`src/hdl/scc_pkg.sv`:
```
`default_nettype none

package scc_pkg;

    // CPU address window of the sound chips, limit is exclusive
    localparam logic [15:0] SCC_BASE  = 16'h9800;    // First address of the window
    localparam logic [15:0] SCC_LIMIT = 16'hA000;    // First address past the window

    localparam int NUM_CHIPS = 2;                    // Sound chips behind the decoder
    localparam int NUM_CH    = 5;                    // Channels per chip
    localparam int CE_DIV    = 4;                    // clock_bus cycles per sound enable

    // Register map on the low 8 address bits
    localparam logic [7:0] REG_WAVE_END = 8'h80;     // Waveform RAM below this offset
    localparam logic [7:0] REG_FREQ     = 8'h80;     // 12-bit periods, low byte first
    localparam logic [7:0] REG_VOL      = 8'h8A;     // 4-bit volumes, one byte each
    localparam logic [7:0] REG_MASK     = 8'h8F;     // Channel enable mask

    typedef enum logic [1:0] {
        DEV_NONE,                                    // No device targeted
        DEV_SCC,                                     // Wavetable sound chip
        DEV_PSG                                      // Other sound device, never hit here
    } device_t;

    typedef struct packed {
        device_t typ;                                // Device kind of this bus cycle
        logic    num;                                // Device number within its kind
    } dev_sel_t;

    typedef struct packed {
        logic    valid;                              // One-cycle command strobe
        device_t typ;                                // Device kind to configure
        logic    num;                                // Device number to configure
        logic    en;                                 // New enable state
    } dev_cfg_t;

    typedef struct packed {
        logic        cyc;                            // Bus cycle in progress
        logic        stb;                            // Strobe, valid transfer
        logic        we;                             // Write when high
        logic [15:0] adr;                            // CPU address
        logic [7:0]  dat;                            // Write data
    } wb_req_t;

    typedef struct packed {
        logic       ack;                             // One-cycle acknowledge
        logic       hit;                             // Cycle reached an enabled chip
        logic [7:0] dat;                             // Read data, FF on a miss
    } wb_rsp_t;

    typedef struct packed {
        logic       wr;                              // Single-cycle write strobe
        logic       rd;                              // Single-cycle read strobe
        logic [7:0] adr;                             // Offset inside the window
        logic [7:0] dat;                             // Write data
    } chip_req_t;

endpackage

`default_nettype wire

```
`src/hdl/scc_bus_decode.sv`:
```
`timescale 1ns/1ps
`default_nettype none

module scc_bus_decode (
    input  logic                 clock_bus,                       // System clock
    input  logic                 reset,                           // Synchronous reset
    input  scc_pkg::wb_req_t     wb_req,                          // Wishbone request
    input  scc_pkg::dev_sel_t    dev_sel,                         // Target device of the cycle
    input  scc_pkg::dev_cfg_t    dev_cfg,                         // Enable command
    input  logic [7:0]           chip_dat [scc_pkg::NUM_CHIPS],   // Registered chip read data
    output scc_pkg::wb_rsp_t     wb_rsp,                          // Wishbone response
    output scc_pkg::chip_req_t   chip_req [scc_pkg::NUM_CHIPS]    // Per-chip access strobes
);

    logic [scc_pkg::NUM_CHIPS-1:0] chip_en;          // Per-chip enable state
    logic in_window;                                 // Address inside 9800-9FFF
    logic cs;                                        // Cycle targets an enabled chip
    logic start;                                     // First sampled cycle of a strobe
    logic ack_q;                                     // Registered acknowledge
    logic hit_q;                                     // Registered hit flag
    logic served;                                    // Strobe already answered
    logic num_q;                                     // Chip whose data goes on the bus

    // Enable registers, a command acts on cycles starting after its edge
    always_ff @(posedge clock_bus) begin
        if (reset) begin
            chip_en <= '0;                           // Both chips start disabled
        end else if (dev_cfg.valid && dev_cfg.typ == scc_pkg::DEV_SCC) begin
            chip_en[dev_cfg.num] <= dev_cfg.en;
        end
    end

    assign in_window = (wb_req.adr >= scc_pkg::SCC_BASE) &&
                       (wb_req.adr <  scc_pkg::SCC_LIMIT);

    assign cs = (dev_sel.typ == scc_pkg::DEV_SCC) && in_window && chip_en[dev_sel.num];

    // No new transfer while ack is out or the same strobe is still held
    assign start = wb_req.cyc && wb_req.stb && !ack_q && !served;

    always_ff @(posedge clock_bus) begin
        if (reset) begin
            ack_q  <= 1'b0;
            hit_q  <= 1'b0;
            served <= 1'b0;
        end else begin
            ack_q  <= start;                         // Every strobe gets one ack
            hit_q  <= start && cs;
            served <= wb_req.cyc && wb_req.stb && (served || ack_q);  // Clears when stb drops
        end
    end

    always_ff @(posedge clock_bus) begin
        if (start) begin
            num_q <= dev_sel.num;                    // Held for the read mux
        end
    end

    // One strobe for the addressed chip, in the cycle ack is registered
    always_comb begin
        for (int i = 0; i < scc_pkg::NUM_CHIPS; i++) begin
            logic sel;                               // This chip is the target
            sel = start && cs && (dev_sel.num == 1'(i));
            chip_req[i].wr  = sel && wb_req.we;
            chip_req[i].rd  = sel && !wb_req.we;
            chip_req[i].adr = wb_req.adr[7:0];
            chip_req[i].dat = wb_req.dat;
        end
    end

    // Misses and idle cycles float high on the data bus
    assign wb_rsp.ack = ack_q;
    assign wb_rsp.hit = hit_q;
    assign wb_rsp.dat = hit_q ? chip_dat[num_q] : 8'hFF;

endmodule

`default_nettype wire

```
`config.mk`:
```
export PLATFORM = sky130hd
export DESIGN_NAME = scc_bus_decode
export DESIGN_NICKNAME = d
export VERILOG_FILES = /design/src/hdl/scc_pkg.sv /design/src/hdl/scc_bus_decode.sv
export SDC_FILE = /design/constraint.sdc
export NUM_CORES = 1
export LEC_CHECK = 0
export BUFFER_PORTS_ARGS = -buffer_cell sky130_fd_sc_hd__buf_2
export CORE_AREA = 2 2 49 51
export DETAILED_ROUTE_END_ITERATION = 12
export DIE_AREA = 0 0 51 53
export MAX_ROUTING_LAYER = met4
export PLACE_DENSITY = 0.85
export RECOVER_POWER = 25
export SETUP_SLACK_MARGIN = 0.1
export SYNTH_ARGS = -nofsm -noshare
export SYNTH_HDL_FRONTEND = slang
export SYNTH_SLANG_ARGS = --single-unit
```
`constraint.sdc`:
```
create_clock -name clock_bus -period 3.2 [get_ports clock_bus]
set_clock_uncertainty 0.15 [all_clocks]
set_input_delay 0.64 -clock clock_bus [delete_from_list [all_inputs] [get_ports clock_bus]]
set_output_delay 0.64 -clock clock_bus [all_outputs]
set_load 0.005 [all_outputs]
```
== After elaboration in Yosys (flattened, before gate mapping) ==
Cells that the tools add are included.
Word-level totals
  register bits: 6
  output and inout port bits: 46
  bits of input ports: 53
  word-level logic and storage cells: 44
Operators by class
  muxes and demuxes: 9
  bitwise logic cells: 2
  order comparisons: 6
  reductions and logical operators: 20
  eq/ne operators: 2
Operators with widths (number)
  two-way mux 8 bit: 4
  >= comparator 16 bit (second input constant): 1
  logical AND 1 bit: 16
  < comparator 16 bit (second input constant): 1
  == test 2 x 1 -> 1 bit (second input constant): 2
  < comparator 1 x 2 -> 1 bit (second input constant): 2
  logical NOT 1 bit: 3
  two-way mux 1 bit: 3
  bitwise mux 2 bit: 1
  >= comparator 2 bit (second input constant): 1
  NOT 1 -> 2 bit: 1
  demux 1 bit (select 1 bit): 1
  >= comparator 1 bit (second input constant): 1
  logical OR 1 bit: 1
  NOT 1 bit: 1

== Longest topological paths before layout ==
  word-level depth: 7
  gate-level depth with buffers: 3
  depth with buffers taken out: 3

== Worst setup path before layout ==
Ideal clock, no wire load.
  path type: input-to-output
  start: input wb_req[21] in the netlist's numbering
  end: output chip_req[16] in the netlist's numbering
  path buffers: 0
  data arrival time: 1.578 ns
  data required time: 2.410 ns
  slack: 0.832 ns
  stages: 3
  cells stage by stage: nand4b_1 -> or4b_4 -> nor4_1
RTL lines
  start: declaration: line scc_bus_decode.sv:7  | input scc_pkg::wb_req_t wb_req,
  end: declaration: line scc_bus_decode.sv:12  | output scc_pkg::chip_req_t chip_req [scc_pkg::NUM_CHIPS]

==> run metrics <==
type of the most critical hold path register to register; Post-CTS Setup Inserts 0; Hold Path Depth 1; leading area contributor after synthesis buf_4; maximum vdd drop ~140 uV; placed instance count 120; worst-path fanout max 5; Post-layout nets 150; status complete, no violations; Tmin final ~2.6 ns; Sink Count 6; GRT Total Usage 0.1212; port bufs 47; Worst R2R Start ack_q; Worst EP required 2.41 ns; post-CTS resize count 0; routability cong. 0.6717; drt first pass iters 3; I/O Pins 99; Tcrit/Tclk final 0.8122; antenna violations before repair 0; register bit total from synthesis 6; Max Freq 384.8 MHz; post-synth top area share 0.3916; global routing usage on met3 0.01412; routed length per instance roughly 13 um; Lkg Pwr 0.3491 nW; Mapped Cells 81; FILL cells 237; R2R depth 3; DP Wirelength 1.370 mm; worst-case hold path end point ack_q; Synth async-reset ratio 0; Final Routed Wirelength between 1.5 and 2 mm; Worst R2R End num_q; Fin. Hold Viols 0; number of DRC markers in iteration 0 7; Worst-Margin Slew around 0.43 ns; H-tree depth 1; most frequent cell after synthesis buf_4; Clock Latency Late Sink 0.25 ns; via count 567; first-pass GRT wire length 2.366 mm; PwrDens 284.8 nW/um^2; Ys Warns 0; grt peak-use layer met2; TritonCTS Buffers 3; critical path launch point type input pin; core box area 2148 sq um; vias in the first global route 564; Main synth FF type dfxtp_1; Setup crit end kind output port; GR Layer Usage met1 0.1054; Setup Viol. Count Final 0; Root Buffer clkbuf_4; reg2reg setup slack 2.04 ns; mapped cell area 651.9 sq um; Setup TNS 0 ns; top cells by count, synth buf_4 (34), nand2_1 (11), mux2i_1 (10); die area about 2700 sq um; Post-Syn Nets 134; top post-synthesis cells by area buf_4 (39%), dfxtp_1 (15%), mux2i_1 (15%); chip height 53 um; number of synthesized flops with an enable pin 1; # diodes 0; average size of a mapped cell 8.048 sq um; DRC errors left 0; CTS Buffer Depth 2; max_slew headroom 0.7128; post-synthesis cell type count 17; Syn-to-layout area delta 4.798%; final std cells w/o fill 124; post-synthesis sequential area ratio 0.1996; row cnt 17; Die X 51 um; Via density 4.573; DRT antenna net count 0; Final Max Tran Viols 0; CTS tree yes; proportion of layout cells with a drive suffix above 1 0.5208; initial core utilization 0.3034; total gr overflow 0; largest net degree at the start of global routing 10; met2 Track Usage GR 0.2338; RSZ-0062 raised after global routing no; CP arrival between 1.5 and 2 ns; Worst Path Class, Setup input pin to output port; # hold bufs at CTS 0; clock slew at reported path FFs approximately 0.050 ns; Hold Path Origin served; max-cap viol count 0
==> stage by stage <==
stage	hold slack (ns)	cell area [sq um]	setup WS [ns]	power, mW	util
after floorplan	0.2561	651.9	0.8323	0.1274	-
after global placement	0.2627	659.4	0.6424	0.1173	0.3069
after detailed placement	0.2850	659.4	0.5952	0.1193	0.3069
after CTS	0.2885	685.7	0.5873	0.2000	0.3192
after global routing	0.3184	683.2	0.5049	0.2048	0.3180
final	0.2934	683.2	0.6010	0.1945	0.3180
==> placed cells by master (no fill, tap or decap), drive strengths merged, types with 2 or more instances in the layout <==
cell and instances:
inv 2, dfxtp 5, clkbuf 6, nand2 11, mux2i 10, nor2 3, nor4 5, nand4b 2
buf 45
==> worst max-delay path, stage by stage <==
cell and delay [ns]:
buf_2 0.09, nand4b_1 0.16, or4b_4 0.53, nor4_1 0.23
buf_2 0.15
==> worst max-delay path by stage <==
stage | from | end | slack (ns) | cells after the start
after global routing | wb_req[21] | chip_req[16] | 0.50 | 5
after floorplan | wb_req[21] | chip_req[16] | 0.83 | 3
after global placement | wb_req[21] | chip_req[17] | 0.64 | 5
final | wb_req[21] | chip_req[35] | 0.60 | 5
after CTS | wb_req[21] | chip_req[16] | 0.59 | 5
after detailed placement | wb_req[21] | chip_req[17] | 0.60 | 5
==> cells by family (layout without fill, tap and decap cells) <==
logic type / count (synthesis) / count (layout) / synth area share
buf+inv: 38 / 53 / 0.4146
flops: 6 / 6 / 0.1996
simple gates: 27 / 27 / 0.2322
mux: 10 / 10 / 0.1536
==> where the power goes <==
group          switching (mW)  total, mW  internal (mW)
sequential            0.00259     0.0814         0.0788
clock                  0.0301     0.0775         0.0474
combinational          0.0142     0.0356         0.0215
total                  0.0468      0.195          0.148
==> per-layer routing <==
metal	share of wire	vias up
met5	0	-
met4	0.021	0
met3	0.11	9
met2	0.54	40
met1	0.32	247
li1	-	271
==> registers in the layout (all words and copies together) (netlist names) <==
name,cells
chip_en,2
ack_q,1
hit_q,1
num_q,1
served,1
==> area by class of cell <==
type	count	area (sq um)	share of cell area
multi-input combinational	37	251.5	0.3681
tap	28	35.03	0.05128
clock buffer	4	26.28	0.03846
timing repair buffer	47	232.7	0.3407
inverter	2	7.507	0.01099
sequential	6	130.1	0.1905
(Power assumes the default switching activity.)
